## src/hdl/decode_pkg.sv

```systemverilog
package decode_pkg;

    localparam int data_w   = 32;
    localparam int reg_w    = 5;
    localparam int num_regs = 32;
    localparam int imm_w    = 16;
    localparam int alu_op_w = 12;
    localparam int num_src  = 2;
    localparam int src_rs   = 0;
    localparam int src_rt   = 1;

    localparam logic [reg_w-1:0] link_reg = 5'd31;

    // one-hot alu op bit positions
    localparam int alu_add  = 0;
    localparam int alu_sub  = 1;
    localparam int alu_slt  = 2;
    localparam int alu_sltu = 3;
    localparam int alu_and  = 4;
    localparam int alu_nor  = 5;
    localparam int alu_or   = 6;
    localparam int alu_xor  = 7;
    localparam int alu_sll  = 8;
    localparam int alu_srl  = 9;
    localparam int alu_sra  = 10;
    localparam int alu_lui  = 11;

    // branch condition kinds
    localparam logic [2:0] br_eq  = 3'd0;
    localparam logic [2:0] br_ne  = 3'd1;
    localparam logic [2:0] br_ltz = 3'd2;
    localparam logic [2:0] br_gez = 3'd3;
    localparam logic [2:0] br_gtz = 3'd4;
    localparam logic [2:0] br_lez = 3'd5;

    localparam logic [5:0] op_special = 6'h00;
    localparam logic [5:0] op_regimm  = 6'h01;
    localparam logic [5:0] op_j       = 6'h02;
    localparam logic [5:0] op_jal     = 6'h03;
    localparam logic [5:0] op_beq     = 6'h04;
    localparam logic [5:0] op_bne     = 6'h05;
    localparam logic [5:0] op_blez    = 6'h06;
    localparam logic [5:0] op_bgtz    = 6'h07;
    localparam logic [5:0] op_addiu   = 6'h09;
    localparam logic [5:0] op_slti    = 6'h0a;
    localparam logic [5:0] op_sltiu   = 6'h0b;
    localparam logic [5:0] op_andi    = 6'h0c;
    localparam logic [5:0] op_ori     = 6'h0d;
    localparam logic [5:0] op_xori    = 6'h0e;
    localparam logic [5:0] op_lui     = 6'h0f;
    localparam logic [5:0] op_lw      = 6'h23;
    localparam logic [5:0] op_sw      = 6'h2b;

    localparam logic [5:0] fn_sll  = 6'h00;
    localparam logic [5:0] fn_srl  = 6'h02;
    localparam logic [5:0] fn_sra  = 6'h03;
    localparam logic [5:0] fn_jr   = 6'h08;
    localparam logic [5:0] fn_jalr = 6'h09;
    localparam logic [5:0] fn_addu = 6'h21;
    localparam logic [5:0] fn_subu = 6'h23;
    localparam logic [5:0] fn_and  = 6'h24;
    localparam logic [5:0] fn_or   = 6'h25;
    localparam logic [5:0] fn_xor  = 6'h26;
    localparam logic [5:0] fn_nor  = 6'h27;
    localparam logic [5:0] fn_slt  = 6'h2a;
    localparam logic [5:0] fn_sltu = 6'h2b;

    localparam logic [4:0] rt_bltz = 5'h00;
    localparam logic [4:0] rt_bgez = 5'h01;

    typedef union packed {
        struct packed {
            logic [5:0] op;
            logic [4:0] rs;
            logic [4:0] rt;
            logic [4:0] rd;
            logic [4:0] sa;
            logic [5:0] func;
        } r;
        struct packed {
            logic [5:0]  op;
            logic [4:0]  rs;
            logic [4:0]  rt;
            logic [15:0] imm;
        } i;
        struct packed {
            logic [5:0]  op;
            logic [25:0] index;
        } j;
    } inst_t;

endpackage

```

## src/hdl/decode_stage.sv

```systemverilog
`timescale 1ns/1ps

module decode_stage
    import decode_pkg::*;
(
    input  logic                clk,
    input  logic                reset,
    input  logic                fetch_valid,
    output logic                fetch_ready,
    input  logic [data_w-1:0]   fetch_pc,
    input  logic [data_w-1:0]   fetch_inst,
    output logic                issue_valid,
    input  logic                issue_ready,
    output logic [data_w-1:0]   issue_pc,
    output logic [alu_op_w-1:0] issue_alu_op,
    output logic [imm_w-1:0]    issue_imm,
    output logic                issue_src1_is_sa,
    output logic                issue_src1_is_pc,
    output logic                issue_src2_is_imm,
    output logic                issue_src2_is_uimm,
    output logic                issue_src2_is_8,
    output logic                issue_load,
    output logic                issue_store,
    output logic                issue_reg_we,
    output logic [reg_w-1:0]    issue_dest,
    output logic                issue_illegal,
    output logic [data_w-1:0]   issue_rs_value,
    output logic [data_w-1:0]   issue_rt_value,
    output logic                br_valid,
    output logic                br_taken,
    output logic [data_w-1:0]   br_target,
    input  logic                ex_fwd_valid,
    input  logic                ex_fwd_load,
    input  logic [reg_w-1:0]    ex_fwd_dest,
    input  logic [data_w-1:0]   ex_fwd_data,
    input  logic                mem_fwd_valid,
    input  logic                mem_fwd_load,
    input  logic [reg_w-1:0]    mem_fwd_dest,
    input  logic [data_w-1:0]   mem_fwd_data,
    input  logic                wb_we,
    input  logic [reg_w-1:0]    wb_dest,
    input  logic [data_w-1:0]   wb_data
);

    logic                           stage_valid;
    logic                           issue_fire;
    logic                           is_branch;
    logic                           is_jump_reg;
    logic                           is_jump_abs;
    logic [2:0]                     branch_kind;
    logic [25:0]                    jump_index;
    logic [num_src-1:0][reg_w-1:0]  src_idx;
    logic [num_src-1:0]             src_used;
    logic [num_src-1:0][data_w-1:0] rf_rdata;
    logic [num_src-1:0][data_w-1:0] src_value;
    logic [num_src-1:0]             src_stall;

    inst_decoder decoder_i (
        .clk(clk), .reset(reset),
        .fetch_valid(fetch_valid), .fetch_pc(fetch_pc), .fetch_inst(fetch_inst),
        .issue_fire(issue_fire), .fetch_ready(fetch_ready),
        .stage_valid(stage_valid), .stage_pc(issue_pc),
        .alu_op(issue_alu_op), .imm(issue_imm), .jump_index(jump_index),
        .src1_is_sa(issue_src1_is_sa), .src1_is_pc(issue_src1_is_pc),
        .src2_is_imm(issue_src2_is_imm), .src2_is_uimm(issue_src2_is_uimm),
        .src2_is_8(issue_src2_is_8), .load(issue_load), .store(issue_store),
        .reg_we(issue_reg_we), .dest(issue_dest), .illegal(issue_illegal),
        .is_branch(is_branch), .is_jump_reg(is_jump_reg), .is_jump_abs(is_jump_abs),
        .branch_kind(branch_kind), .src_idx(src_idx), .src_used(src_used)
    );

    register_file regfile_i (
        .clk(clk), .raddr(src_idx), .we(wb_we), .waddr(wb_dest), .wdata(wb_data),
        .rdata(rf_rdata)
    );

    // one bypass per source operand
    for (genvar s = 0; s < num_src; s++) begin : g_bypass
        operand_bypass bypass_i (
            .idx(src_idx[s]), .used(src_used[s]), .rf_data(rf_rdata[s]),
            .ex_fwd_valid(ex_fwd_valid), .ex_fwd_load(ex_fwd_load),
            .ex_fwd_dest(ex_fwd_dest), .ex_fwd_data(ex_fwd_data),
            .mem_fwd_valid(mem_fwd_valid), .mem_fwd_load(mem_fwd_load),
            .mem_fwd_dest(mem_fwd_dest), .mem_fwd_data(mem_fwd_data),
            .wb_we(wb_we), .wb_dest(wb_dest), .wb_data(wb_data),
            .value(src_value[s]), .stall(src_stall[s])
        );
    end

    issue_unit issue_i (
        .stage_valid(stage_valid), .stage_pc(issue_pc),
        .src_value(src_value), .src_stall(src_stall),
        .is_branch(is_branch), .is_jump_reg(is_jump_reg), .is_jump_abs(is_jump_abs),
        .branch_kind(branch_kind), .imm(issue_imm), .jump_index(jump_index),
        .issue_ready(issue_ready), .issue_valid(issue_valid), .issue_fire(issue_fire),
        .issue_rs_value(issue_rs_value), .issue_rt_value(issue_rt_value),
        .br_valid(br_valid), .br_taken(br_taken), .br_target(br_target)
    );

endmodule

```

## src/hdl/inst_decoder.sv

```systemverilog
`timescale 1ns/1ps

module inst_decoder
    import decode_pkg::*;
(
    input  logic                          clk,
    input  logic                          reset,
    input  logic                          fetch_valid,
    input  logic [data_w-1:0]             fetch_pc,
    input  logic [data_w-1:0]             fetch_inst,
    input  logic                          issue_fire,
    output logic                          fetch_ready,
    output logic                          stage_valid,
    output logic [data_w-1:0]             stage_pc,
    output logic [alu_op_w-1:0]           alu_op,
    output logic [imm_w-1:0]              imm,
    output logic [25:0]                   jump_index,
    output logic                          src1_is_sa,
    output logic                          src1_is_pc,
    output logic                          src2_is_imm,
    output logic                          src2_is_uimm,
    output logic                          src2_is_8,
    output logic                          load,
    output logic                          store,
    output logic                          reg_we,
    output logic [reg_w-1:0]              dest,
    output logic                          illegal,
    output logic                          is_branch,
    output logic                          is_jump_reg,
    output logic                          is_jump_abs,
    output logic [2:0]                    branch_kind,
    output logic [num_src-1:0][reg_w-1:0] src_idx,
    output logic [num_src-1:0]            src_used
);

    inst_t inst_q;
    logic  special, sa_zero, rs_zero, rt_zero, rd_zero;
    logic  inst_addu, inst_subu, inst_slt, inst_sltu, inst_and, inst_or, inst_xor, inst_nor;
    logic  inst_sll, inst_srl, inst_sra, inst_jr, inst_jalr;
    logic  inst_addiu, inst_slti, inst_sltiu, inst_andi, inst_ori, inst_xori, inst_lui;
    logic  inst_lw, inst_sw, inst_beq, inst_bne, inst_bgez, inst_bgtz, inst_blez, inst_bltz;
    logic  inst_j, inst_jal, r_alu, i_alu;

    assign fetch_ready = !stage_valid || issue_fire;

    always_ff @(posedge clk) begin
        if (reset) begin
            stage_valid <= 1'b0;
        end else if (fetch_ready) begin
            stage_valid <= fetch_valid;
        end
    end

    always_ff @(posedge clk) begin
        if (fetch_valid && fetch_ready) begin
            stage_pc <= fetch_pc;
            inst_q   <= fetch_inst;
        end
    end

    assign special = inst_q.r.op == op_special;
    assign sa_zero = inst_q.r.sa == '0;
    assign rs_zero = inst_q.r.rs == '0;
    assign rt_zero = inst_q.r.rt == '0;
    assign rd_zero = inst_q.r.rd == '0;

    assign inst_addu  = special && inst_q.r.func == fn_addu && sa_zero;
    assign inst_subu  = special && inst_q.r.func == fn_subu && sa_zero;
    assign inst_slt   = special && inst_q.r.func == fn_slt && sa_zero;
    assign inst_sltu  = special && inst_q.r.func == fn_sltu && sa_zero;
    assign inst_and   = special && inst_q.r.func == fn_and && sa_zero;
    assign inst_or    = special && inst_q.r.func == fn_or && sa_zero;
    assign inst_xor   = special && inst_q.r.func == fn_xor && sa_zero;
    assign inst_nor   = special && inst_q.r.func == fn_nor && sa_zero;
    assign inst_sll   = special && inst_q.r.func == fn_sll && rs_zero;
    assign inst_srl   = special && inst_q.r.func == fn_srl && rs_zero;
    assign inst_sra   = special && inst_q.r.func == fn_sra && rs_zero;
    assign inst_jr    = special && inst_q.r.func == fn_jr && rt_zero && rd_zero && sa_zero;
    assign inst_jalr  = special && inst_q.r.func == fn_jalr && rt_zero && sa_zero;
    assign inst_addiu = inst_q.i.op == op_addiu;
    assign inst_slti  = inst_q.i.op == op_slti;
    assign inst_sltiu = inst_q.i.op == op_sltiu;
    assign inst_andi  = inst_q.i.op == op_andi;
    assign inst_ori   = inst_q.i.op == op_ori;
    assign inst_xori  = inst_q.i.op == op_xori;
    assign inst_lui   = inst_q.i.op == op_lui && rs_zero;
    assign inst_lw    = inst_q.i.op == op_lw;
    assign inst_sw    = inst_q.i.op == op_sw;
    assign inst_beq   = inst_q.i.op == op_beq;
    assign inst_bne   = inst_q.i.op == op_bne;
    assign inst_bgtz  = inst_q.i.op == op_bgtz && rt_zero;
    assign inst_blez  = inst_q.i.op == op_blez && rt_zero;
    assign inst_bltz  = inst_q.i.op == op_regimm && inst_q.i.rt == rt_bltz;
    assign inst_bgez  = inst_q.i.op == op_regimm && inst_q.i.rt == rt_bgez;
    assign inst_j     = inst_q.j.op == op_j;
    assign inst_jal   = inst_q.j.op == op_jal;

    // register-register ops reading both rs and rt
    assign r_alu = inst_addu | inst_subu | inst_slt | inst_sltu |
                   inst_and | inst_or | inst_xor | inst_nor;
    assign i_alu = inst_addiu | inst_slti | inst_sltiu | inst_andi | inst_ori | inst_xori;

    assign alu_op[alu_add]  = inst_addu | inst_addiu | inst_lw | inst_sw | inst_jal | inst_jalr;
    assign alu_op[alu_sub]  = inst_subu;
    assign alu_op[alu_slt]  = inst_slt | inst_slti;
    assign alu_op[alu_sltu] = inst_sltu | inst_sltiu;
    assign alu_op[alu_and]  = inst_and | inst_andi;
    assign alu_op[alu_nor]  = inst_nor;
    assign alu_op[alu_or]   = inst_or | inst_ori;
    assign alu_op[alu_xor]  = inst_xor | inst_xori;
    assign alu_op[alu_sll]  = inst_sll;
    assign alu_op[alu_srl]  = inst_srl;
    assign alu_op[alu_sra]  = inst_sra;
    assign alu_op[alu_lui]  = inst_lui;

    assign is_branch   = inst_beq | inst_bne | inst_bltz | inst_bgez | inst_bgtz | inst_blez;
    assign is_jump_reg = inst_jr | inst_jalr;
    assign is_jump_abs = inst_j | inst_jal;

    assign illegal = !(r_alu | inst_sll | inst_srl | inst_sra | i_alu | inst_lui |
                       inst_lw | inst_sw | is_branch | is_jump_reg | is_jump_abs);

    assign imm          = inst_q.i.imm;
    assign jump_index   = inst_q.j.index;
    assign src1_is_sa   = inst_sll | inst_srl | inst_sra;
    assign src1_is_pc   = inst_jal | inst_jalr;
    assign src2_is_8    = inst_jal | inst_jalr;
    assign src2_is_imm  = inst_addiu | inst_slti | inst_sltiu | inst_lui | inst_lw | inst_sw;
    assign src2_is_uimm = inst_andi | inst_ori | inst_xori;
    assign load         = inst_lw;
    assign store        = inst_sw;
    assign reg_we       = !(illegal | inst_sw | is_branch | inst_j | inst_jr);

    assign dest = inst_jal                 ? link_reg    :
                  (i_alu | inst_lui | inst_lw) ? inst_q.i.rt :
                                               inst_q.r.rd;

    always_comb begin
        if (inst_bne) begin
            branch_kind = br_ne;
        end else if (inst_bltz) begin
            branch_kind = br_ltz;
        end else if (inst_bgez) begin
            branch_kind = br_gez;
        end else if (inst_bgtz) begin
            branch_kind = br_gtz;
        end else if (inst_blez) begin
            branch_kind = br_lez;
        end else begin
            branch_kind = br_eq;
        end
    end

    assign src_idx[src_rs]  = inst_q.r.rs;
    assign src_idx[src_rt]  = inst_q.r.rt;
    assign src_used[src_rs] = r_alu | i_alu | inst_lw | inst_sw | is_branch | is_jump_reg;
    assign src_used[src_rt] = r_alu | inst_sll | inst_srl | inst_sra | inst_sw |
                              inst_beq | inst_bne;

endmodule

```

## src/hdl/issue_unit.sv

```systemverilog
`timescale 1ns/1ps

module issue_unit
    import decode_pkg::*;
(
    input  logic                           stage_valid,
    input  logic [data_w-1:0]              stage_pc,
    input  logic [num_src-1:0][data_w-1:0] src_value,
    input  logic [num_src-1:0]             src_stall,
    input  logic                           is_branch,
    input  logic                           is_jump_reg,
    input  logic                           is_jump_abs,
    input  logic [2:0]                     branch_kind,
    input  logic [imm_w-1:0]               imm,
    input  logic [25:0]                    jump_index,
    input  logic                           issue_ready,
    output logic                           issue_valid,
    output logic                           issue_fire,
    output logic [data_w-1:0]              issue_rs_value,
    output logic [data_w-1:0]              issue_rt_value,
    output logic                           br_valid,
    output logic                           br_taken,
    output logic [data_w-1:0]              br_target
);

    logic [data_w-1:0] pc_plus4;
    logic [data_w-1:0] target;
    logic              cond;
    logic              rs_eq_rt;
    logic              rs_ltz;
    logic              rs_gtz;

    assign issue_valid    = stage_valid && !(|src_stall);
    assign issue_fire     = issue_valid && issue_ready;
    assign issue_rs_value = src_value[src_rs];
    assign issue_rt_value = src_value[src_rt];

    assign rs_eq_rt = issue_rs_value == issue_rt_value;
    assign rs_ltz   = issue_rs_value[data_w-1];
    assign rs_gtz   = !rs_ltz && (|issue_rs_value);

    always_comb begin
        case (branch_kind)
            br_eq:   cond = rs_eq_rt;
            br_ne:   cond = !rs_eq_rt;
            br_ltz:  cond = rs_ltz;
            br_gez:  cond = !rs_ltz;
            br_gtz:  cond = rs_gtz;
            br_lez:  cond = !rs_gtz;
            default: cond = 1'b0;
        endcase
    end

    assign pc_plus4 = stage_pc + 32'd4;

    always_comb begin
        if (is_jump_reg) begin
            target = issue_rs_value;
        end else if (is_jump_abs) begin
            target = {pc_plus4[31:28], jump_index, 2'b00};
        end else begin
            target = pc_plus4 + {{(data_w-imm_w-2){imm[imm_w-1]}}, imm, 2'b00};
        end
    end

    // only meaningful during the transfer cycle
    assign br_valid  = issue_fire && (is_branch || is_jump_reg || is_jump_abs);
    assign br_taken  = br_valid && (cond || is_jump_reg || is_jump_abs);
    assign br_target = br_valid ? target : '0;

endmodule

```

## src/hdl/operand_bypass.sv

```systemverilog
`timescale 1ns/1ps

module operand_bypass
    import decode_pkg::*;
(
    input  logic [reg_w-1:0]  idx,
    input  logic              used,
    input  logic [data_w-1:0] rf_data,
    input  logic              ex_fwd_valid,
    input  logic              ex_fwd_load,
    input  logic [reg_w-1:0]  ex_fwd_dest,
    input  logic [data_w-1:0] ex_fwd_data,
    input  logic              mem_fwd_valid,
    input  logic              mem_fwd_load,
    input  logic [reg_w-1:0]  mem_fwd_dest,
    input  logic [data_w-1:0] mem_fwd_data,
    input  logic              wb_we,
    input  logic [reg_w-1:0]  wb_dest,
    input  logic [data_w-1:0] wb_data,
    output logic [data_w-1:0] value,
    output logic              stall
);

    logic can_match;
    logic ex_hit;
    logic mem_hit;
    logic wb_hit;

    // register 0 is never forwarded
    assign can_match = used && idx != '0;

    assign ex_hit  = can_match && ex_fwd_valid && ex_fwd_dest == idx;
    assign mem_hit = can_match && mem_fwd_valid && mem_fwd_dest == idx;
    assign wb_hit  = can_match && wb_we && wb_dest == idx;

    // load data not ready yet
    assign stall = (ex_hit && ex_fwd_load) || (!ex_hit && mem_hit && mem_fwd_load);

    always_comb begin
        if (ex_hit) begin
            value = ex_fwd_data;
        end else if (mem_hit) begin
            value = mem_fwd_data;
        end else if (wb_hit) begin
            value = wb_data;
        end else begin
            value = rf_data;
        end
    end

endmodule

```

## src/hdl/register_file.sv

```systemverilog
`timescale 1ns/1ps

module register_file
    import decode_pkg::*;
(
    input  logic                             clk,
    input  logic [num_src-1:0][reg_w-1:0]    raddr,
    input  logic                             we,
    input  logic [reg_w-1:0]                 waddr,
    input  logic [data_w-1:0]                wdata,
    output logic [num_src-1:0][data_w-1:0]   rdata
);

    logic [data_w-1:0] regs [num_regs];

    // register 0 never written
    always_ff @(posedge clk) begin
        if (we && waddr != '0) begin
            regs[waddr] <= wdata;
        end
    end

    always_comb begin
        for (int i = 0; i < num_src; i++) begin
            if (raddr[i] == '0) begin
                rdata[i] = '0;
            end else begin
                rdata[i] = regs[raddr[i]];
            end
        end
    end

endmodule

```

## config.mk

```make
export PLATFORM = sky130hd
export DESIGN_NAME = decode_stage
export DESIGN_NICKNAME = d
export VERILOG_FILES = /design/src/hdl/decode_pkg.sv /design/src/hdl/decode_stage.sv /design/src/hdl/inst_decoder.sv /design/src/hdl/issue_unit.sv /design/src/hdl/operand_bypass.sv /design/src/hdl/register_file.sv
export SDC_FILE = /design/constraint.sdc
export NUM_CORES = 2
export LEC_CHECK = 0
export CORE_MARGIN = 4
export CORE_UTILIZATION = 43
export DETAILED_ROUTE_END_ITERATION = 10
export DONT_BUFFER_PORTS = 1
export GPL_TIMING_DRIVEN = 0
export SLEW_MARGIN = 10
export SYNTH_ARGS = -nofsm -noshare
export SYNTH_HDL_FRONTEND = slang
export SYNTH_SLANG_ARGS = --single-unit
```

## constraint.sdc

```tcl
create_clock -name clk -period 15.34 [get_ports clk]
set_input_delay 1.534 -clock clk [delete_from_list [all_inputs] [get_ports clk]]
set_output_delay 1.534 -clock clk [all_outputs]
set_load 0.05 [all_outputs]
```

After elaboration in Yosys (flattened, before gate mapping)
Memories as Yosys holds them, arrays and structs flattened. A register that Yosys moved wholly into a read port is not among the register bits.
Index checks and enable logic that the tools add are counted.
Storage, ports and cells
  register bits after elaboration: 65
  memories kept: 1
  output and inout port bits: 174
  word-level logic and storage cells: 220
  input port bits: 184
  memory bits (writable): 1024
Operators by class
  eq/ne operators: 41
  $add $sub $neg: 2
  reductions and logical operators: 89
  bitwise gates (word level): 61
  multiplexer cells: 23
Memory list
  regfile_i.regs: words 32, bits a word 32, rd ports 2, clocked after Yosys merged registers in 2, write ports 1, RTL line register_file.sv:14  | logic [data_w-1:0] regs [num_regs];
Operators by type and width (number)
  two-way mux 32 bit: 11
  logical AND 1 bit: 61
  bitwise OR 1 bit: 61
  == test 6 bit (second input constant): 10
  == test 6 x 4 -> 1 bit (second input constant): 9
  adder 32 x 3 -> 32 bit (second input constant): 1
  adder 32 bit: 1
  == test 32 bit: 1
  OR reduction 32 bit: 1
  == test 5 bit: 6
  == test 6 x 2 -> 1 bit (second input constant): 4
  == test 6 x 3 -> 1 bit (second input constant): 4
  zero test 5 bit: 4
  two-way mux 5 bit: 4
  two-way mux 3 bit: 5
  nonzero test 5 bit: 3
  zero test 6 bit: 2
  zero test 1 bit: 9
  logical OR 1 bit: 7
  == test 3 x 2 -> 1 bit (second input constant): 2
  == test 3 bit (second input constant): 2
  == test 6 x 1 -> 1 bit (second input constant): 1
  one-hot mux 1 bit (6 select lines): 1
  == test 5 x 1 -> 1 bit (second input constant): 1
  4 further kinds: 5

Depth between registers and ports, before layout
  depth in word-level cells: 30
  gate-level depth with buffers: 21
  depth with buffers taken out: 21

Hierarchy
A second synthesis with hierarchy kept.
Second synthesis, totals
  cell total of the unflattened synthesis: 3771
  area total of the unflattened synthesis: 57689.1 µm²
By module, submodules not included
  register_file: cells an instance 2564, seq. area each 30749.5 µm², area each 47904.7 µm², times used 1
  issue_unit: cells an instance 560, seq. area each 0.0 µm², area each 3838.7 µm², times used 1
  inst_decoder: cells an instance 253, seq. area each 1941.9 µm², area each 3120.5 µm², times used 1
  operand_bypass: cells an instance 197, seq. area each 0.0 µm², area each 1412.6 µm², times used 2

Worst setup path after synthesis
Ideal clock, no wire load.
  path kind: input to output
  start: input wb_dest[3]
  end: output br_taken
  data required time: 13.806 ns
  arrival: 5.833 ns
  path slack: 7.973 ns
  cell stages on the path: 15
  path buffers: 2
  cell sequence: xor2_1 > nor4_1 > and3_1 > clkbuf_1 > o21ai_0 > nand2b_1 > clkbuf_1 > o22a_1 > o31ai_1 > or4_1 > nor4_1 > nand4_1 > mux2i_1 > nor3_1 > o21ai_1
Between the ends
  longest elaborated chain between the ends: 12
  elaborated cells on any way between the ends: 20
  classes of those cells: eq/ne (3); mux (7); reduce/logical (10)
Ends and longest elaborated chain
  start, declared: RTL line decode_stage.sv:41  | input logic [reg_w-1:0] wb_dest,
  == test 5 bit *: RTL line operand_bypass.sv:34  | assign wb_hit = can_match && wb_we && wb_dest == idx;
  logical AND 1 bit *: RTL line operand_bypass.sv:34
  two-way mux 32 bit *: RTL line operand_bypass.sv:44  | end else if (wb_hit) begin
  two-way mux 32 bit *: RTL line operand_bypass.sv:42  | end else if (mem_hit) begin
  two-way mux 32 bit *: RTL line operand_bypass.sv:40  | if (ex_hit) begin
  named net issue_rs_value[3]: RTL line decode_stage.sv:27  | output logic [data_w-1:0] issue_rs_value,
  OR reduction 32 bit: RTL line issue_unit.sv:40  | assign rs_gtz = !rs_ltz && (|issue_rs_value);
  logical AND 1 bit: RTL line issue_unit.sv:40
  zero test 1 bit: RTL line issue_unit.sv:49  | br_lez: cond = !rs_gtz;
  one-hot mux 1 bit (6 select lines) *: RTL line issue_unit.sv:43  | case (branch_kind)
  logical OR 1 bit * (2 in series): RTL line issue_unit.sv:68  | assign br_taken = br_valid && (cond || is_jump_reg || is_jump_abs);
  logical AND 1 bit *: RTL line issue_unit.sv:68
  end, declared: RTL line decode_stage.sv:30  | output logic br_taken,
Mark *: on every way through the listed nets, which the timed path passes. The rest lies on a longest branch.

==> summary.md <==
| Metric | Value |
|---|---|
| Status | `finished, final reports clean` |
| Yosys Warn Count | `0` |
| Syn Std Cell Area | `55330 sq um` |
| Most area-hungry cell type in the Yosys netlist | `edfxtp_1` |
| GRT Total Usage | `between 30% and 40%` |
| Deepest clock path buffer count | `3` |
| Post-Route Utilization | `50.20%` |
| Starting Density | `43.34%` |
| Worst-margin pin slew | `1417 ps` |
| Hold WC Path Type | `flip-flop to flip-flop` |
| Core ar. | `around 130000 sq um` |
| Final RePlAce weighted congestion | `a little under 1` |
| Max-cap violations | `0` |
| Top cells by area, synth | `edfxtp_1 59%, mux4_2 25%, mux2i_1 1.0%` |
| Final setup viols | `0` |
| Post-Place Worst Slack | `5938 ps` |
| Area Overhead vs Synth | `15.85%` |
| Vias | `37781` |
| Leak pwr | `20.55 nW` |
| # rows | `131` |
| XOR/XNOR Fraction of Synth Area | `approximately 1.8%` |
| Num CTS Buffers | `114` |
| CTS tree | `yes` |
| Final net count | `~3600` |
| Pwr Density | `123.6 nW/um^2` |
| Sequential cell area | `32890 sq um` |
| Slew Limit Fails | `0` |
| Post-synthesis adder-cell area fraction | `less than 1%` |
| Multi-input gate area | `21780 sq um` |
| Initial drt markers | `6504` |
| Gr busiest metal | `met2` |
| Setup TNS | `0 ps` |
| H-tree Lvls | `3` |
| Design Power | `7.923 mW` |
| Ports | `approximately 360` |
| Ys async rst share | `0%` |
| Crit share post-route | `68.56%` |
| Post-CTS setup buffers | `0` |
| First-pass GRT wire length | `319.1 mm` |
| RSZ-0062 raised after global routing | `false` |
| CTS Root Cell | `clkbuf_16` |
| Fin. Hold Viols | `0` |
| # port buffers | `0` |
| Final non-filler cell area | `64100 sq um` |
| Met3 Usage GRT | `around an eighth` |
| Seq/Total Area, Yosys | `59.44%` |
| Initial antenna violation count | `17` |
| Post-cts resize count | `0` |
| Clock Pin Slew Worst Setup and Hold Paths | `60 ps` |
| Via-to-Cell Ratio | `7.288` |
| Commonest cells in the netlist | `1088 x edfxtp_1, 605 x mux4_2, 144 x clkbuf_1` |
| Final setup margin | `around 4800 ps` |
| Non-Filler Instances | `about 5200` |
| Die area | `134500 sq um` |
| Yosys cell types | `78` |
| Largest net degree at the start of global routing | `65` |
| Worst skew pair latency | `770 ps` |
| Syn avg cell area | `17.80 sq um` |
| Top FF cell, synth | `edfxtp_1` |
| Gr ovfl total | `0` |
| Most frequent cell after synthesis | `edfxtp_1` |
| Clock sinks | `1099` |
| Avg WL per Cell | `45.97 um` |
| Fill cell count | `10225` |
| Slew headroom | `around 5.5%` |
| Hold buffer count at CTS | `0` |
| Die W | `~370 um` |
| EDFF count, synth | `between 1000 and 1500` |
| Complex-gate fraction of the synthesized area | `5.601%` |
| CP max FO | `10` |
| Startpoint class of the critical path | `flip-flop` |
| Synth top area share | `about three fifths` |
| Min Tclk post-route | `10520 ps` |
| Hold slack | `545.5 ps` |
| Skew final | `18.18 ps` |
| Fraction of layout cells with a size suffix above 1 | `between 30 and 40%` |
| Post-synthesis simple-gate area fraction | `3.892%` |
| Vias in the first global route | `37302` |
| Critical path endpoint category | `primary output` |
| Combinational family with the most area after synthesis | `multiplexers` |
| Met2 Resource Use GR | `54.25%` |
| Post-synthesis mux area share | `26.00%` |
| DP Cell Count | `4941` |
| Maximum vdd drop | `90.56 uV` |
| Synth Instances | `3108` |
| Remaining antenna violation count after routing | `0` |
| Synth Register Bits | `1099` |
| GR Layer Usage met1 | `40.96%` |
| CP Data Required Time | `13810 ps` |
| Drt pass-1 iters | `8` |
| DR DRC count | `0` |
| Kind of critical path | `flip-flop to primary output` |
| Area after DPL | `60060 sq um` |
| Total routed wirelength | `between 200 and 250 mm` |
| FMAX | `between 90 and 100 MHz` |
| Dpl hpwl | `174.7 mm` |
| Die Y | `366.7 um` |
| Arr. time, crit path | `8980 ps` |
==> worst max-delay path, cell delays in order, from the launching register on <==
cell	delay [ps]
dfxtp_1	370
clkbuf_1	460
buf_1	640
nor2_1	540
clkbuf_1	710
clkbuf_1	1030
clkbuf_1	870
a22oi_1	210
a21oi_1	300
nor3_1	130
o31ai_4	420
xor2_1	210
nand4_1	160
nor4_2	720
nand3_1	480
mux2i_1	230
o21ai_1	660
==> cell usage in the layout (no fill, tap or decap), types with 20 or more instances in the layout <==
cell type  synthesis  layout
buf_1             56      33
a22oi_1           53      53
buf_12             0      39
buf_4             32      77
a211oi_1          57      44
nor3_1            58      43
diode_2            0      25
clkinv_1           0      26
nor2_4             1      23
nor2_1           110      88
buf_2             33      57
buf_6              3      30
nand2_1           84      84
clkbuf_16          0     114
xnor2_1           57      57
inv_1             56      55
clkinv_2           0      24
nand3_1           31      31
edfxtp_1        1088    1088
o21ai_0           28      25
clkbuf_1         144     146
a211o_1           27      27
mux2i_1           58      58
ha_1              30      30
o22ai_1           32      32
buf_8              0      20
xor2_1            57      57
a21oi_1           85      79
mux4_2           605     605
bufinv_16          0      21
o221ai_1          27      27
conb_1             1      32
and3_1            27      27
==> report_power, final <==
group / internal [mW] / switching (mW) / leakage (nW) / total [mW]
Clock: 1.72 / 1.25 / 1.92 / 2.97
Sequential: 3.36 / 0.0546 / 9.96 / 3.41
Combinational: 0.553 / 0.986 / 8.68 / 1.54
==> path summary, 6_finish.rpt <==
check / slack [ps] / cells after the start / end / start
min: 550 / 2 / decoder_i.stage_valid / decoder_i.stage_valid
min reg2reg: 550 / 2 / decoder_i.stage_valid / decoder_i.stage_valid
max: 4820 / 16 / br_taken / flip-flop
max reg2reg: 8180 / 17 / decoder_i.inst_q[24] / decoder_i.inst_q[28]
==> state kept, by name, summed over array words and instances, names as in the netlist, named ones only <==
signal                 count
decoder_i.stage_valid      1
decoder_i.inst_q          32
regfile_i.regs          1024
decoder_i.stage_pc        32
==> per-layer routing <==
layer / wire [um] / part of all wire [%] / up-vias
li1: - / - / 13790
met1: 76840 / 32 / 19651
met2: 109600 / 46 / 3459
met3: 33490 / 14 / 879
met4: 18360 / 7.7 / 2
met5: 13 / 0.0055 / -
==> final cells by class <==
| class | count | area share [%] |
|---|---|---|
| Clock buffer | 128 | 4.532 |
| Multi-Input combinational cell | 1715 | 33.98 |
| Clock inverter | 87 | 1.579 |
| Inverter | 57 | 0.3377 |
| Timing Repair Buffer | 143 | 2.985 |
| Buffer | 268 | 1.932 |
| Antenna cell | 25 | 0.09760 |
| Tap cell | 1662 | 3.244 |
| Sequential cell | 1099 | 51.31 |
==> logic make-up after synthesis <==
group | count (synthesis)
buffers and inverters | 325
XOR/XNOR | 114
AND/OR/NAND/NOR | 428
flip-flops | 1099
adder cells (fa/ha/maj) | 31
multiplexers | 679
other | 1
AO/OA/AOI/OAI | 431
Note: power is estimated with default switching activity, not from simulation.
